File: config.mk
export PLATFORM = sky130hd
export DESIGN_NAME = load_queue
export DESIGN_NICKNAME = d
export VERILOG_FILES = /design/src/hdl/load_queue_pkg.sv /design/src/hdl/load_queue.sv /design/src/hdl/lq_entry_array.sv /design/src/hdl/lq_load_align.sv /design/src/hdl/lq_pointers.sv /design/src/hdl/lq_read_port.sv /design/src/hdl/lq_return_path.sv
export VERILOG_INCLUDE_DIRS = /design/src /design/src/include
export SDC_FILE = /design/constraint.sdc
export NUM_CORES = 1
export LEC_CHECK = 0
export BUFFER_PORTS_ARGS = -buffer_cell sky130_fd_sc_hd__buf_2
export CORE_MARGIN = 3
export CORE_UTILIZATION = 55
export DETAILED_ROUTE_END_ITERATION = 8
export PLACE_DENSITY_LB_ADDON = 0.05
export SETUP_SLACK_MARGIN = 0.02
export SKIP_LAST_GASP = 1
export SLEW_MARGIN = 10
export SYNTH_ARGS = -nofsm -noshare
export SYNTH_HDL_FRONTEND = slang
export SYNTH_SLANG_ARGS = --single-unit
File: constraint.sdc
create_clock -name i_clk -period 4.2 [get_ports i_clk]
set_input_delay 0.21 -clock i_clk [delete_from_list [all_inputs] [get_ports i_clk]]
set_output_delay 0.21 -clock i_clk [all_outputs]
set_load 0.1 [all_outputs]
File: src/include/load_queue_consts.svh
// load queue constants: depth, widths and load size codes
`ifndef LOAD_QUEUE_CONSTS_SVH
`define LOAD_QUEUE_CONSTS_SVH

`define LQ_DEPTH   8  // power of two
`define LQ_ID_W    3  // log2 of depth
`define LQ_DATA_W  32
`define LQ_WORD_W  39 // data plus 7 upper bits
`define LQ_RD_W    5
`define LQ_EXC_W   5
`define LQ_SZ_W    3
`define LQ_OFS_W   2

// load size codes held in the load view
`define SZ_SB   3'b000 // signed byte
`define SZ_SH   3'b001 // signed half
`define SZ_W    3'b010
`define SZ_UB   3'b100 // unsigned byte
`define SZ_UH   3'b101 // unsigned half
`define SZ_HNB  3'b110 // half, NaN boxed

`endif

File: src/hdl/load_queue_pkg.sv
// load queue types for the entry data word and its load and result views
`include "load_queue_consts.svh"

package load_queue_pkg;

  // load view holds the size and low address bits from execute
  // and later the data field from the memory return
  typedef struct packed {
    logic [`LQ_SZ_W-1:0]   sz;
    logic [1:0]            spare;
    logic [`LQ_OFS_W-1:0]  ofs;
    logic [`LQ_DATA_W-1:0] data;
  } lq_load_view_t;

  // view for any other instruction
  typedef struct packed {
    logic [1:0]            spare;
    logic [`LQ_EXC_W-1:0]  exc;   // sits over ofs, spare and sz[0] of the load view
    logic [`LQ_DATA_W-1:0] data;
  } lq_result_view_t;

  typedef union packed {
    lq_load_view_t   ld;
    lq_result_view_t res;
  } lq_word_u;

endpackage

File: src/hdl/load_queue.sv
// scalar load queue top: pointers, entry storage, two return paths and head reader
`timescale 1ns/1ps
`include "load_queue_consts.svh"

module load_queue (
  input  logic                     i_clk,
  input  logic                     i_reset_n,
  // allocation
  input  logic                     i_alloc,
  input  logic                     i_alloc_is_load,
  input  logic [`LQ_RD_W-1:0]      i_alloc_rd,
  // execute write
  input  logic                     i_ex_vld,
  input  logic [`LQ_ID_W-1:0]      i_ex_id,
  input  load_queue_pkg::lq_word_u i_ex_word,
  // memory returns
  input  logic                     i_ret0_vld,
  input  logic                     i_ret0_cancel,
  input  logic [`LQ_ID_W-1:0]      i_ret0_id,
  input  logic [`LQ_DATA_W-1:0]    i_ret0_data,
  input  logic                     i_ret1_vld,
  input  logic                     i_ret1_cancel,
  input  logic [`LQ_ID_W-1:0]      i_ret1_id,
  input  logic [`LQ_DATA_W-1:0]    i_ret1_data,
  // control
  input  logic                     i_bypass_disable,
  input  logic                     i_lq_rden,
  output logic [`LQ_ID_W-1:0]      o_next_id,
  output logic                     o_full,
  output logic                     o_empty,
  // head
  output logic [`LQ_ID_W-1:0]      o_rd_id,
  output logic                     o_rd_is_load,
  output logic [`LQ_RD_W-1:0]      o_rd_rd,
  output logic [`LQ_DATA_W-1:0]    o_rd_data,
  output logic [`LQ_EXC_W-1:0]     o_rd_exc,
  output logic                     o_data_ready,
  // register-file forward
  output logic                     o_fwd_vld,
  output logic [`LQ_ID_W-1:0]      o_fwd_id,
  output logic [`LQ_DATA_W-1:0]    o_fwd_data
);

  logic [`LQ_ID_W-1:0]                      rd_idx;
  logic [`LQ_DEPTH-1:0]                     entry_is_load;
  load_queue_pkg::lq_word_u [`LQ_DEPTH-1:0] entry_word;
  logic [`LQ_DEPTH-1:0][`LQ_RD_W-1:0]       entry_rd;
  logic [`LQ_DEPTH-1:0]                     entry_data_valid;

  logic [`LQ_DATA_W-1:0] ret0_aligned;
  logic                  ret0_head_hit;
  logic                  ret0_bypass;
  logic                  ret0_store;
  logic [`LQ_DATA_W-1:0] ret1_aligned;
  logic                  ret1_head_hit;
  logic                  ret1_bypass;
  logic                  ret1_store;

  lq_pointers u_pointers (
    .i_clk     (i_clk),
    .i_reset_n (i_reset_n),
    .i_alloc   (i_alloc),
    .i_lq_rden (i_lq_rden),
    .o_wr_idx  (o_next_id),
    .o_rd_idx  (rd_idx),
    .o_full    (o_full),
    .o_empty   (o_empty)
  );

  lq_entry_array u_entries (
    .i_clk           (i_clk),
    .i_reset_n       (i_reset_n),
    .i_alloc         (i_alloc),
    .i_wr_idx        (o_next_id),
    .i_alloc_is_load (i_alloc_is_load),
    .i_alloc_rd      (i_alloc_rd),
    .i_ex_vld        (i_ex_vld),
    .i_ex_id         (i_ex_id),
    .i_ex_word       (i_ex_word),
    .i_ret0_store    (ret0_store),
    .i_ret0_id       (i_ret0_id),
    .i_ret0_data     (ret0_aligned),
    .i_ret1_store    (ret1_store),
    .i_ret1_id       (i_ret1_id),
    .i_ret1_data     (ret1_aligned),
    .i_clear         (i_lq_rden),
    .i_rd_idx        (rd_idx),
    .o_is_load       (entry_is_load),
    .o_word          (entry_word),
    .o_rd            (entry_rd),
    .o_data_valid    (entry_data_valid)
  );

  lq_return_path u_ret0 (
    .i_vld            (i_ret0_vld),
    .i_cancel         (i_ret0_cancel),
    .i_id             (i_ret0_id),
    .i_data           (i_ret0_data),
    .i_bypass_disable (i_bypass_disable),
    .i_rd_idx         (rd_idx),
    .i_word           (entry_word[i_ret0_id]),
    .i_is_load        (entry_is_load[i_ret0_id]),
    .o_aligned        (ret0_aligned),
    .o_head_hit       (ret0_head_hit),
    .o_bypass         (ret0_bypass),
    .o_store          (ret0_store)
  );

  lq_return_path u_ret1 (
    .i_vld            (i_ret1_vld),
    .i_cancel         (i_ret1_cancel),
    .i_id             (i_ret1_id),
    .i_data           (i_ret1_data),
    .i_bypass_disable (i_bypass_disable),
    .i_rd_idx         (rd_idx),
    .i_word           (entry_word[i_ret1_id]),
    .i_is_load        (entry_is_load[i_ret1_id]),
    .o_aligned        (ret1_aligned),
    .o_head_hit       (ret1_head_hit),
    .o_bypass         (ret1_bypass),
    .o_store          (ret1_store)
  );

  lq_read_port u_read (
    .i_rd_idx        (rd_idx),
    .i_is_load       (entry_is_load),
    .i_word          (entry_word),
    .i_rd            (entry_rd),
    .i_data_valid    (entry_data_valid),
    .i_ret0_aligned  (ret0_aligned),
    .i_ret0_head_hit (ret0_head_hit),
    .i_ret0_bypass   (ret0_bypass),
    .i_ret0_cancel   (i_ret0_cancel),
    .i_ret1_aligned  (ret1_aligned),
    .i_ret1_head_hit (ret1_head_hit),
    .i_ret1_bypass   (ret1_bypass),
    .i_ret1_cancel   (i_ret1_cancel),
    .o_rd_id         (o_rd_id),
    .o_rd_is_load    (o_rd_is_load),
    .o_rd_rd         (o_rd_rd),
    .o_rd_data       (o_rd_data),
    .o_rd_exc        (o_rd_exc),
    .o_data_ready    (o_data_ready),
    .o_fwd_vld       (o_fwd_vld),
    .o_fwd_id        (o_fwd_id),
    .o_fwd_data      (o_fwd_data)
  );

endmodule

File: src/hdl/lq_entry_array.sv
// load queue entry storage: tags, data words and per-entry valid bits
`timescale 1ns/1ps
`include "load_queue_consts.svh"

module lq_entry_array (
  input  logic                                          i_clk,
  input  logic                                          i_reset_n,
  // tag write at allocation
  input  logic                                          i_alloc,
  input  logic [`LQ_ID_W-1:0]                           i_wr_idx,
  input  logic                                          i_alloc_is_load,
  input  logic [`LQ_RD_W-1:0]                           i_alloc_rd,
  // execute data write
  input  logic                                          i_ex_vld,
  input  logic [`LQ_ID_W-1:0]                           i_ex_id,
  input  load_queue_pkg::lq_word_u                      i_ex_word,
  // memory return stores, data field only
  input  logic                                          i_ret0_store,
  input  logic [`LQ_ID_W-1:0]                           i_ret0_id,
  input  logic [`LQ_DATA_W-1:0]                         i_ret0_data,
  input  logic                                          i_ret1_store,
  input  logic [`LQ_ID_W-1:0]                           i_ret1_id,
  input  logic [`LQ_DATA_W-1:0]                         i_ret1_data,
  // head release
  input  logic                                          i_clear,
  input  logic [`LQ_ID_W-1:0]                           i_rd_idx,
  output logic [`LQ_DEPTH-1:0]                          o_is_load,
  output load_queue_pkg::lq_word_u [`LQ_DEPTH-1:0]      o_word,
  output logic [`LQ_DEPTH-1:0][`LQ_RD_W-1:0]            o_rd,
  output logic [`LQ_DEPTH-1:0]                          o_data_valid
);

  for (genvar i = 0; i < `LQ_DEPTH; i++) begin : g_entry
    logic                     tag_vld;
    logic                     data_vld;
    logic                     is_load;
    logic [`LQ_RD_W-1:0]      rd;
    load_queue_pkg::lq_word_u word;

    logic alloc_hit;
    logic clear_hit;
    logic ex_hit;
    logic ret0_hit;
    logic ret1_hit;
    logic set_data_vld;

    assign alloc_hit = i_alloc & (i_wr_idx == `LQ_ID_W'(i));
    assign clear_hit = i_clear & (i_rd_idx == `LQ_ID_W'(i));
    assign ex_hit    = i_ex_vld & (i_ex_id == `LQ_ID_W'(i));
    assign ret0_hit  = i_ret0_store & (i_ret0_id == `LQ_ID_W'(i));
    assign ret1_hit  = i_ret1_store & (i_ret1_id == `LQ_ID_W'(i));

    // a load only becomes ready once its memory data is in
    assign set_data_vld = (ex_hit & ~is_load) | ret0_hit | ret1_hit;

    always_ff @(posedge i_clk) begin
      if (!i_reset_n) begin
        tag_vld  <= 1'b0;
        data_vld <= 1'b0;
      end else begin
        if (clear_hit) begin
          tag_vld <= 1'b0; // clear dominates set
        end else if (alloc_hit) begin
          tag_vld <= 1'b1;
        end
        if (clear_hit | alloc_hit) begin
          data_vld <= 1'b0;
        end else if (set_data_vld) begin
          data_vld <= 1'b1;
        end
      end
    end

    // payload
    always_ff @(posedge i_clk) begin
      if (alloc_hit) begin
        is_load <= i_alloc_is_load;
        rd      <= i_alloc_rd;
      end
      if (ex_hit) begin
        word <= i_ex_word;
      end else if (ret0_hit) begin
        word.ld.data <= i_ret0_data; // size and offset are kept
      end else if (ret1_hit) begin
        word.ld.data <= i_ret1_data;
      end
    end

    assign o_is_load[i]    = is_load;
    assign o_word[i]       = word;
    assign o_rd[i]         = rd;
    assign o_data_valid[i] = data_vld;

    a_write_needs_tag : assert property (
      @(posedge i_clk) disable iff (!i_reset_n)
      (ex_hit | ret0_hit | ret1_hit) |-> tag_vld
    ) else $error("lq data write to entry %0d with tag not valid", i);
  end

endmodule

File: src/hdl/lq_load_align.sv
// load return alignment: byte and half select, then sign, zero or NaN-box extension
`timescale 1ns/1ps
`include "load_queue_consts.svh"

module lq_load_align (
  input  logic [`LQ_DATA_W-1:0] i_data,
  input  logic [`LQ_SZ_W-1:0]   i_sz,
  input  logic [`LQ_OFS_W-1:0]  i_addr,
  output logic [`LQ_DATA_W-1:0] o_data
);

  logic [7:0]  byte_data;
  logic [15:0] half_data;

  assign byte_data = i_data[8*i_addr +: 8];     // byte lane by addr[1:0]
  assign half_data = i_data[16*i_addr[1] +: 16]; // half lane by addr[1]

  always_comb begin
    case (i_sz)
      `SZ_SB: begin
        o_data = {{(`LQ_DATA_W-8){byte_data[7]}}, byte_data};
      end
      `SZ_SH: begin
        o_data = {{(`LQ_DATA_W-16){half_data[15]}}, half_data};
      end
      `SZ_UB: begin
        o_data = {{(`LQ_DATA_W-8){1'b0}}, byte_data};
      end
      `SZ_UH: begin
        o_data = {{(`LQ_DATA_W-16){1'b0}}, half_data};
      end
      `SZ_HNB: begin
        o_data = {{(`LQ_DATA_W-16){1'b1}}, half_data}; // fp16 in a 32-bit register
      end
      `SZ_W: begin
        o_data = i_data;
      end
      default: begin
        o_data = i_data; // not a legal code, pass as a word
      end
    endcase
  end

endmodule

File: src/hdl/lq_pointers.sv
// load queue allocation and head pointers with full and empty flags
`timescale 1ns/1ps
`include "load_queue_consts.svh"

module lq_pointers (
  input  logic                i_clk,
  input  logic                i_reset_n,
  input  logic                i_alloc,
  input  logic                i_lq_rden,
  output logic [`LQ_ID_W-1:0] o_wr_idx,
  output logic [`LQ_ID_W-1:0] o_rd_idx,
  output logic                o_full,
  output logic                o_empty
);

  // one extra wrap bit on each pointer
  logic [`LQ_ID_W:0] wr_ptr;
  logic [`LQ_ID_W:0] rd_ptr;
  logic              idx_equal;

  always_ff @(posedge i_clk) begin
    if (!i_reset_n) begin
      wr_ptr <= '0;
      rd_ptr <= '0;
    end else begin
      if (i_alloc) begin
        wr_ptr <= wr_ptr + 1'b1;
      end
      if (i_lq_rden) begin
        rd_ptr <= rd_ptr + 1'b1;
      end
    end
  end

  assign idx_equal = (wr_ptr[`LQ_ID_W-1:0] == rd_ptr[`LQ_ID_W-1:0]);
  assign o_empty   = idx_equal & (wr_ptr[`LQ_ID_W] == rd_ptr[`LQ_ID_W]);
  assign o_full    = idx_equal & (wr_ptr[`LQ_ID_W] != rd_ptr[`LQ_ID_W]);

  assign o_wr_idx = wr_ptr[`LQ_ID_W-1:0]; // next id handed to the core
  assign o_rd_idx = rd_ptr[`LQ_ID_W-1:0];

  // no back-pressure, so overflow and underflow are core errors
  a_no_overflow : assert property (
    @(posedge i_clk) disable iff (!i_reset_n)
    (i_alloc && o_full) |-> i_lq_rden
  ) else $error("lq allocation while full without a read");

  a_no_underflow : assert property (
    @(posedge i_clk) disable iff (!i_reset_n)
    i_lq_rden |-> !o_empty
  ) else $error("lq read while empty");

endmodule

File: src/hdl/lq_read_port.sv
// load queue head readout with return bypass and register-file forward
`timescale 1ns/1ps
`include "load_queue_consts.svh"

module lq_read_port (
  input  logic [`LQ_ID_W-1:0]                       i_rd_idx,
  input  logic [`LQ_DEPTH-1:0]                      i_is_load,
  input  load_queue_pkg::lq_word_u [`LQ_DEPTH-1:0]  i_word,
  input  logic [`LQ_DEPTH-1:0][`LQ_RD_W-1:0]        i_rd,
  input  logic [`LQ_DEPTH-1:0]                      i_data_valid,
  input  logic [`LQ_DATA_W-1:0]                     i_ret0_aligned,
  input  logic                                      i_ret0_head_hit,
  input  logic                                      i_ret0_bypass,
  input  logic                                      i_ret0_cancel,
  input  logic [`LQ_DATA_W-1:0]                     i_ret1_aligned,
  input  logic                                      i_ret1_head_hit,
  input  logic                                      i_ret1_bypass,
  input  logic                                      i_ret1_cancel,
  output logic [`LQ_ID_W-1:0]                       o_rd_id,
  output logic                                      o_rd_is_load,
  output logic [`LQ_RD_W-1:0]                       o_rd_rd,
  output logic [`LQ_DATA_W-1:0]                     o_rd_data,
  output logic [`LQ_EXC_W-1:0]                      o_rd_exc,
  output logic                                      o_data_ready,
  output logic                                      o_fwd_vld,
  output logic [`LQ_ID_W-1:0]                       o_fwd_id,
  output logic [`LQ_DATA_W-1:0]                     o_fwd_data
);

  load_queue_pkg::lq_word_u head_word;
  logic                     any_bypass;
  logic [`LQ_DATA_W-1:0]    bypass_data;

  assign head_word = i_word[i_rd_idx];

  // at most one port can target the head, so and-or muxing is enough
  assign any_bypass  = i_ret0_bypass | i_ret1_bypass;
  assign bypass_data = ({`LQ_DATA_W{i_ret0_bypass}} & i_ret0_aligned) |
                       ({`LQ_DATA_W{i_ret1_bypass}} & i_ret1_aligned);

  assign o_rd_id      = i_rd_idx;
  assign o_rd_is_load = i_is_load[i_rd_idx];
  assign o_rd_rd      = i_rd[i_rd_idx];

  assign o_rd_data = any_bypass ? bypass_data : head_word.res.data;
  assign o_rd_exc  = any_bypass ? '0 : head_word.res.exc; // memory data carries no flags

  assign o_data_ready = i_data_valid[i_rd_idx] | any_bypass;

  // forward ignores bypass_disable; any cancel kills it late for timing
  assign o_fwd_vld  = (i_ret0_head_hit | i_ret1_head_hit) &
                      ~(i_ret0_cancel | i_ret1_cancel);
  assign o_fwd_id   = i_rd_idx;
  assign o_fwd_data = ({`LQ_DATA_W{i_ret0_head_hit}} & i_ret0_aligned) |
                      ({`LQ_DATA_W{i_ret1_head_hit}} & i_ret1_aligned);

endmodule

File: src/hdl/lq_return_path.sv
// one memory return port: alignment, head match, bypass and store decision
`timescale 1ns/1ps
`include "load_queue_consts.svh"

module lq_return_path (
  input  logic                     i_vld,
  input  logic                     i_cancel,
  input  logic [`LQ_ID_W-1:0]      i_id,
  input  logic [`LQ_DATA_W-1:0]    i_data,
  input  logic                     i_bypass_disable,
  // queue state seen by this return
  input  logic [`LQ_ID_W-1:0]      i_rd_idx,
  input  load_queue_pkg::lq_word_u i_word,    // word stored at i_id
  input  logic                     i_is_load, // load flag of entry i_id
  output logic [`LQ_DATA_W-1:0]    o_aligned,
  output logic                     o_head_hit,
  output logic                     o_bypass,
  output logic                     o_store
);

  logic load_ret;

  // returns only make sense for load entries
  assign load_ret = i_vld & i_is_load;

  lq_load_align u_align (
    .i_data (i_data),
    .i_sz   (i_word.ld.sz),
    .i_addr (i_word.ld.ofs),
    .o_data (o_aligned)
  );

  // cancel is left out here, the forward applies it late
  assign o_head_hit = load_ret & (i_id == i_rd_idx);

  assign o_bypass = o_head_hit & ~i_cancel & ~i_bypass_disable;

  // a bypassed return goes straight to the head reader, not into storage
  assign o_store = load_ret & ~i_cancel & ~o_bypass;

endmodule

==> results of run 1 <==
[kinds of logic after synthesis]
| logic type | after synthesis | share of synthesized area |
|---|---|---|
| AOI/OAI and AO/OA | 466 | 0.185 |
| xor gates and xnor gates | 14 | 0.00570 |
| muxes | 148 | 0.128 |
| adders and majority gates | 12 | 0.00699 |
| buffers and inverters | 206 | 0.0403 |
| DFF | 376 | 0.518 |
| and+or+nand+nor | 607 | 0.116 |
[worst paths after layout]
path / depth (start not counted) / slack (ns) / endpoint
setup / recovery: 9 / 0.05 / o_rd_data[31]
hold / removal: 2 / 0.02 / u_entries.g_entry[0].data_vld
setup reg to reg: 7 / 0.59 / u_entries.g_entry[1].word[16]
hold reg to reg: 1 / 0.52 / u_entries.g_entry[5].data_vld
[final cells by class]
type	count	area [sq um]	area share
clock buffers	51	1110	0.0432
clock inverters	19	131	0.00513
flip-flops and latches	376	11100	0.435
multi-input cells	1247	9640	0.377
repair buffers	330	2880	0.113
inverters	17	63.8	0.00249
well taps	511	639	0.0250
[worst register-to-register path: cells and delay by family, from the launching register on]
family                 cells  cell delay (ns)
AND/OR/NAND/NOR            3             1.81
flip-flops                 1             0.47
multiplexers               2             0.42
AO/OA/AOI/OAI              1             0.23
buffers and inverters      1             0.32
[layout by cell type (no fill, tap or decap), drive strengths merged, types with 2 or more instances in the layout]
cell type and instances:
o21a 4, buf 312, o221ai 110, nand3 22, a21oi 54, and2 15, dfxtp 16, o2bb2ai 2
edfxtp 360, mux2 17, mux2i 31, a222oi 2, o211a 2, o21ai 19, inv 18, a211o 2
nor3 10, dlygate4sd3 13, a31oi 6, mux4 100, nand2b 12, clkinv 16, nand4 6, or3 3
a2bb2oi 2, a221oi 191, nor2b 12, xnor2 10, a22o 4, nand2 284, nor2 231, ha 12
a211oi 4, clkbuf 56, or2 3, o22ai 46, o311a 7, and3 5, a21boi 2, xor2 4
[layer usage]
| layer | vias up | share of wire |
|---|---|---|
| met5 | - | 0.00030 |
| met4 | 4 | 0.063 |
| met3 | 423 | 0.16 |
| met2 | 1866 | 0.44 |
| met1 | 9124 | 0.34 |
| li1 | 7676 | - |
[power by group]
part | switching [mW] | internal, mW | total [mW] | leakage (nW)
combinational | 2.23 | 1.14 | 3.37 | 5.08
clock | 1.50 | 1.93 | 3.43 | 0.603
sequential | 0.0491 | 4.39 | 4.44 | 3.42
[registers in the layout, indices dropped and copies added (netlist names)]
signal	flops
u_entries.g_entry.rd	40
u_entries.g_entry.data_vld	8
u_pointers.wr_ptr	4
u_pointers.rd_ptr	4
u_entries.g_entry.is_load	8
u_entries.g_entry.word	312
[what timing repair did]
action	4_1_cts	5_1_grt
cloned	0	0
hold buffers	13	0
endpoints found under the hold margin	104	0
pin swaps	2	2
setup endpoints to repair	4	30
buffers inserted	2	2
gates resized for setup	0	18
[stage by stage]
step	instances	power (mW)	worst slack, ns	TNS [ns]
6_report	2551	11.2	0.0476	0
5_1_grt	2551	11.5	-0.0486	-0.0888
4_1_cts	2549	11.1	0.0693	0
3_5_place_dp	2464	7.77	0.159	0
3_3_place_gp	2464	7.72	0.258	0
2_1_floorplan	1829	6.69	0.117	0
==> results.yml, run 1 <==
placed_design:
  gp_congestion: 1.03
  numPortBuffers: 215
  placedInstanceArea_sq_um: 24100
  dp_hpwl_um: 51400
sta:
  hold_viol: 0
  period_needed_ns: 4.15
  skew_ns: 0.0235
  whs_ns: 0.0205
  setup_viol: 0
  fin_crit_sh: 0.989
  worst_pin_slew_ns: 1.18
  relSlewSlack: 0.205
  clock.fmax_ghz: 0.241
  slew_violations: 0
  rsz0062_at_grt: "true"
yosys:
  post-synth-top-count-cell: "edfxtp_1"
  yosysSeqAreaShare: 0.518
  synthTopCellsByCount: "edfxtp_1 (360), nand2_1 (284), nor2_1 (231)"
  netlist_instances: 1829
  synth_area_leaders: "edfxtp_1 (50%), mux4_2 (10%), a221oi_1 (7.3%), nand2_1 (5.0%), o221ai_1 (4.2%)"
  ys_warn_count: 0
  synth_top_area_frac: 0.503
  synth-seq-cells: 376
  synth.distinct_cells: 67
  syn_area_sq_um: 21500
  ys.flop_type: "edfxtp_1"
  synth-edff-count: 360
  syn-mean-instance-area_sq_um: 11.8
  syn_nets: 1969
  async_reset_ff_frac: 0
  synth_top_area_cell: "edfxtp_1"
drt:
  routed_wl_um: 83200
  ant_nets: 0
  drc: 0
  routedWlPerCell_um: 32.6
  routed-via-count: 19100
  first_iter_violations: 2749
  viasPerCell: 7.48
  dr.pass1.iters: 8
grt:
  use_met2: 0.587
  grt.met1_usage: 0.522
  grt_use_total: 0.394
  top_usage_layer: "met2"
  grt_util_met3: 0.123
  grt_pass1_wl_um: 120000
  grt_pass1_vias: 18500
  grt_max_degree: 97
  grt_overflow_total: 0
  antenna_found_initial: 2
cells_and_area:
  design_area_sq_um: 25600
  antenna_cells: 0
  drive_gt1_frac: 0.287
  final_nets: 2153
  area_delta_synth_final_pct: 19.1
  fill_cells: 2825
  utilization: 0.672
die:
  ios: 216
  fp.dieW_um: 204
  core_sq_um: 38100
  die_y_um: 204
  start_util: 0.564
  rows: 71
  die-area_sq_um: 41500
setup_path:
  cp.buffers_inverters: 1
  path_cells: "mux2_2, o21ai_0, a211o_2, mux2i_1, o41a_1, o31ai_2, a21oi_1, o221ai_1, buf_12"
  crit_path_top_delay_cell: "a21oi_1"
  worst_setup_path_end_kind: "primary output"
  cp.arrival_ns: 3.94
  worstSetupPathType: "reg2out"
  start_kind: "flip-flop"
  cp_top_family: "compound AO/OA/AOI/OAI gates"
  cp_max_fo: 14
  r2r_start: "u_entries.g_entry[7].is_load"
  cp.required_ns: 3.99
  max_stage_delay_ns: 0.73
  worstSetupStartpoint: "u_entries.g_entry[7].word[33]"
cts:
  cts_root_buf: "clkbuf_16"
  clkTransAtPathRegs_ns: 0.07
  clk_path_buf_depth: 3
  clk_latency_ns: 0.58
  cts_sinks: 376
  numCtsBuffers: 41
  cts_tree: "done"
  htree_num_levels: 2
power_and_ir_drop:
  p_per_area_nw_per_um2: 439
  p_leak_nw: 9.11
  peakVddDrop_mv: 0.308
status:
  status: "completed"
run:
  max_cap_violations: 0
hold_path:
  hp-start: "i_reset_n"
  min_path_type: "in2reg"
No activity file was read; power rests on OpenSTA's default activity.
==> run 2, diff against run 1 <==
- RECOVER_POWER: not set -> 100
==> run 2 against run 1 <==
  * The flow now finishes with violations (capacitance limit, slew limit)
  * Fmax is essentially flat
  * First-iteration DRC count grew 0.69%
  * Non-clock buffer count is the same
  * Design area shrank 0.38%
  * Critical path depth is the same
  * Largest cell class unchanged
==> results.yml, run 2 (same netlist as run 1, synthesis figures left out) <==
grt:
  grt_max_degree: 97
  antenna_found_initial: 2
  grt_overflow_total: 0
  grt_use_total: 0.394
  grt_pass1_wl_um: 120000
  grt_pass1_vias: 18500
sta:
  slew_violations: 152
  rsz0062_at_grt: "true"
  hold_viol: 0
  worst_pin_slew_ns: 2.12
  fin_ws_ns: 0.0468
  clock.fmax_ghz: 0.241
  period_needed_ns: 4.15
  skew_ns: 0.0285
  relSlewSlack: -0.411
  fin_crit_sh: 0.989
  setup_viol: 0
cts:
  clk_latency_ns: 0.58
  clkTransAtPathRegs_ns: 0.07
  numCtsBuffers: 41
  clk_path_buf_depth: 3
  cts_root_buf: "clkbuf_16"
  cts_tree: "done"
  htree_num_levels: 2
  cts_sinks: 376
placed_design:
  gp_congestion: 1.03
  placed_cells: 2464
  place_ws_ns: 0.159
  numPortBuffers: 215
  dp_hpwl_um: 51400
die:
  die_y_um: 204
  ios: 216
  die-area_sq_um: 41500
  fp.dieW_um: 204
  rows: 71
  core_sq_um: 38100
  start_util: 0.564
hold_path:
  min_path_cells: 2
  min_path_type: "in2reg"
  min_to: "u_entries.g_entry[0].data_vld"
  hp-start: "i_reset_n"
power_and_ir_drop:
  p_per_area_nw_per_um2: 440
  p_leak_nw: 8.96
  peakVddDrop_mv: 0.308
setup_path:
  r2r_end: "u_entries.g_entry[2].word[16]"
  r2r_slack_ns: 0.39
  worstSetupPathType: "reg2out"
  r2r_start: "u_pointers.rd_ptr[1]"
  cp_max_fo: 14
  start_kind: "flip-flop"
  worstRegToRegCells: 8
  cp.arrival_ns: 3.94
  cp.required_ns: 3.99
  worst_setup_path_end_kind: "primary output"
cells_and_area:
  layout_common_cells: "edfxtp_1 (360), nand2_1 (282), nor2_1 (220), a221oi_1 (180), buf_2 (126)"
  layout_commonest_cell: "edfxtp_1"
  area_delta_synth_final_pct: 18.7
  regMostFlops: "u_entries.g_entry.word"
  largest_reg_flops: 312
  antenna_cells: 0
  drive_gt1_frac: 0.265
  fin_cells: 2551
  final_nets: 2153
  reg.largest.list: "u_entries.g_entry.word (312), u_entries.g_entry.rd (40)"
drt:
  routed-via-count: 19000
  routed_wl_um: 83200
  routed.top_layer: "met5"
  met1Wirelength_um: 28400
  routedWlPerCell_um: 32.6
  wl_met3_um: 13200
  drc: 0
  ant_nets: 0
  route.met2.wl_um: 36600
  viasPerCell: 7.46
  first_iter_violations: 2768
  dr.pass1.iters: 8
run:
  max_cap_violations: 7
status:
  status: "finished, violations left"
  violations: "capacitance limit, slew limit"
-- run 2: changes by cell type in the layout (fill, tap and decap cells not counted), sizes merged --
| cell | change |
|---|---|
| clkbuf | +43 |
| buf | -43 |
-- run 2: area by class of cell --
cell class	count	area, sq um
Fill cell	2861	12600
Sequential cell	376	11100
Multi-Input combinational cell	1247	9630
Timing Repair Buffer	330	2800
Clock buffer	51	1110
Tap cell	511	639
Clock inverter	19	131
Inverter	17	63.8
-- run 2: how the worst max path moves through the flow --
stage / slack, ns / endpoint / start / depth (start not counted)
after floorplan: 0.12 / o_rd_data[8] / i_ret0_id[1] / 10
after global placement: 0.26 / o_rd_data[1] / i_ret0_id[1] / 9
after detailed placement: 0.16 / o_rd_data[1] / i_ret0_id[1] / 9
after CTS: 0.07 / o_fwd_data[4] / u_entries.g_entry[7].word[37] / 8
after global routing: -0.05 / o_fwd_data[31] / u_entries.g_entry[5].word[33] / 9
final: 0.05 / o_rd_data[31] / u_entries.g_entry[5].word[33] / 9
-- run 2: power by group --
| group | switching (mW) | internal, mW |
|---|---|---|
| clock | 1.51 | 1.93 |
| sequential | 0.0493 | 4.39 |
| combinational | 2.23 | 1.13 |
| total | 3.79 | 7.45 |
-- run 2: metal layers --
metal / vias up / track usage
met5: - / 0
met4: 4 / 0.205
met3: 405 / 0.123
met2: 1809 / 0.587
met1: 9143 / 0.522
li1: 7670 / -
-- run 2: timing repair --
item                       4_1_cts  5_1_grt
pin swaps                        2        2
setup endpoints to repair        4       30
setup buffers                    2        2
hold buffers                    13        0
gates resized for setup          0       18
hold endpoints to repair       104        0
-- run 2: worst max-delay path, stage by stage (launching register included) --
cell and delay, ns:
edfxtp_1 0.42, mux2_2 0.28, o21ai_0 0.15, a211o_2 0.39, mux2i_1 0.36, o41a_1 0.21, o31ai_2 0.14, a21oi_1 0.73
o221ai_1 0.39, buf_12 0.28
-- run 2: per-stage QoR --
step | hold slack (ns) | TNS, ns | total power [mW] | utilization | area [sq um]
2_1_floorplan | 0.309 | 0 | 6.69 | - | 21500
3_3_place_gp | 0.476 | 0 | 7.72 | 0.633 | 24100
3_5_place_dp | 0.480 | 0 | 7.77 | 0.633 | 24100
4_1_cts | 0.00451 | 0 | 11.1 | 0.670 | 25500
5_1_grt | 0.0354 | -0.0888 | 11.5 | 0.669 | 25500
6_report | 0.0186 | 0 | 11.2 | 0.669 | 25500
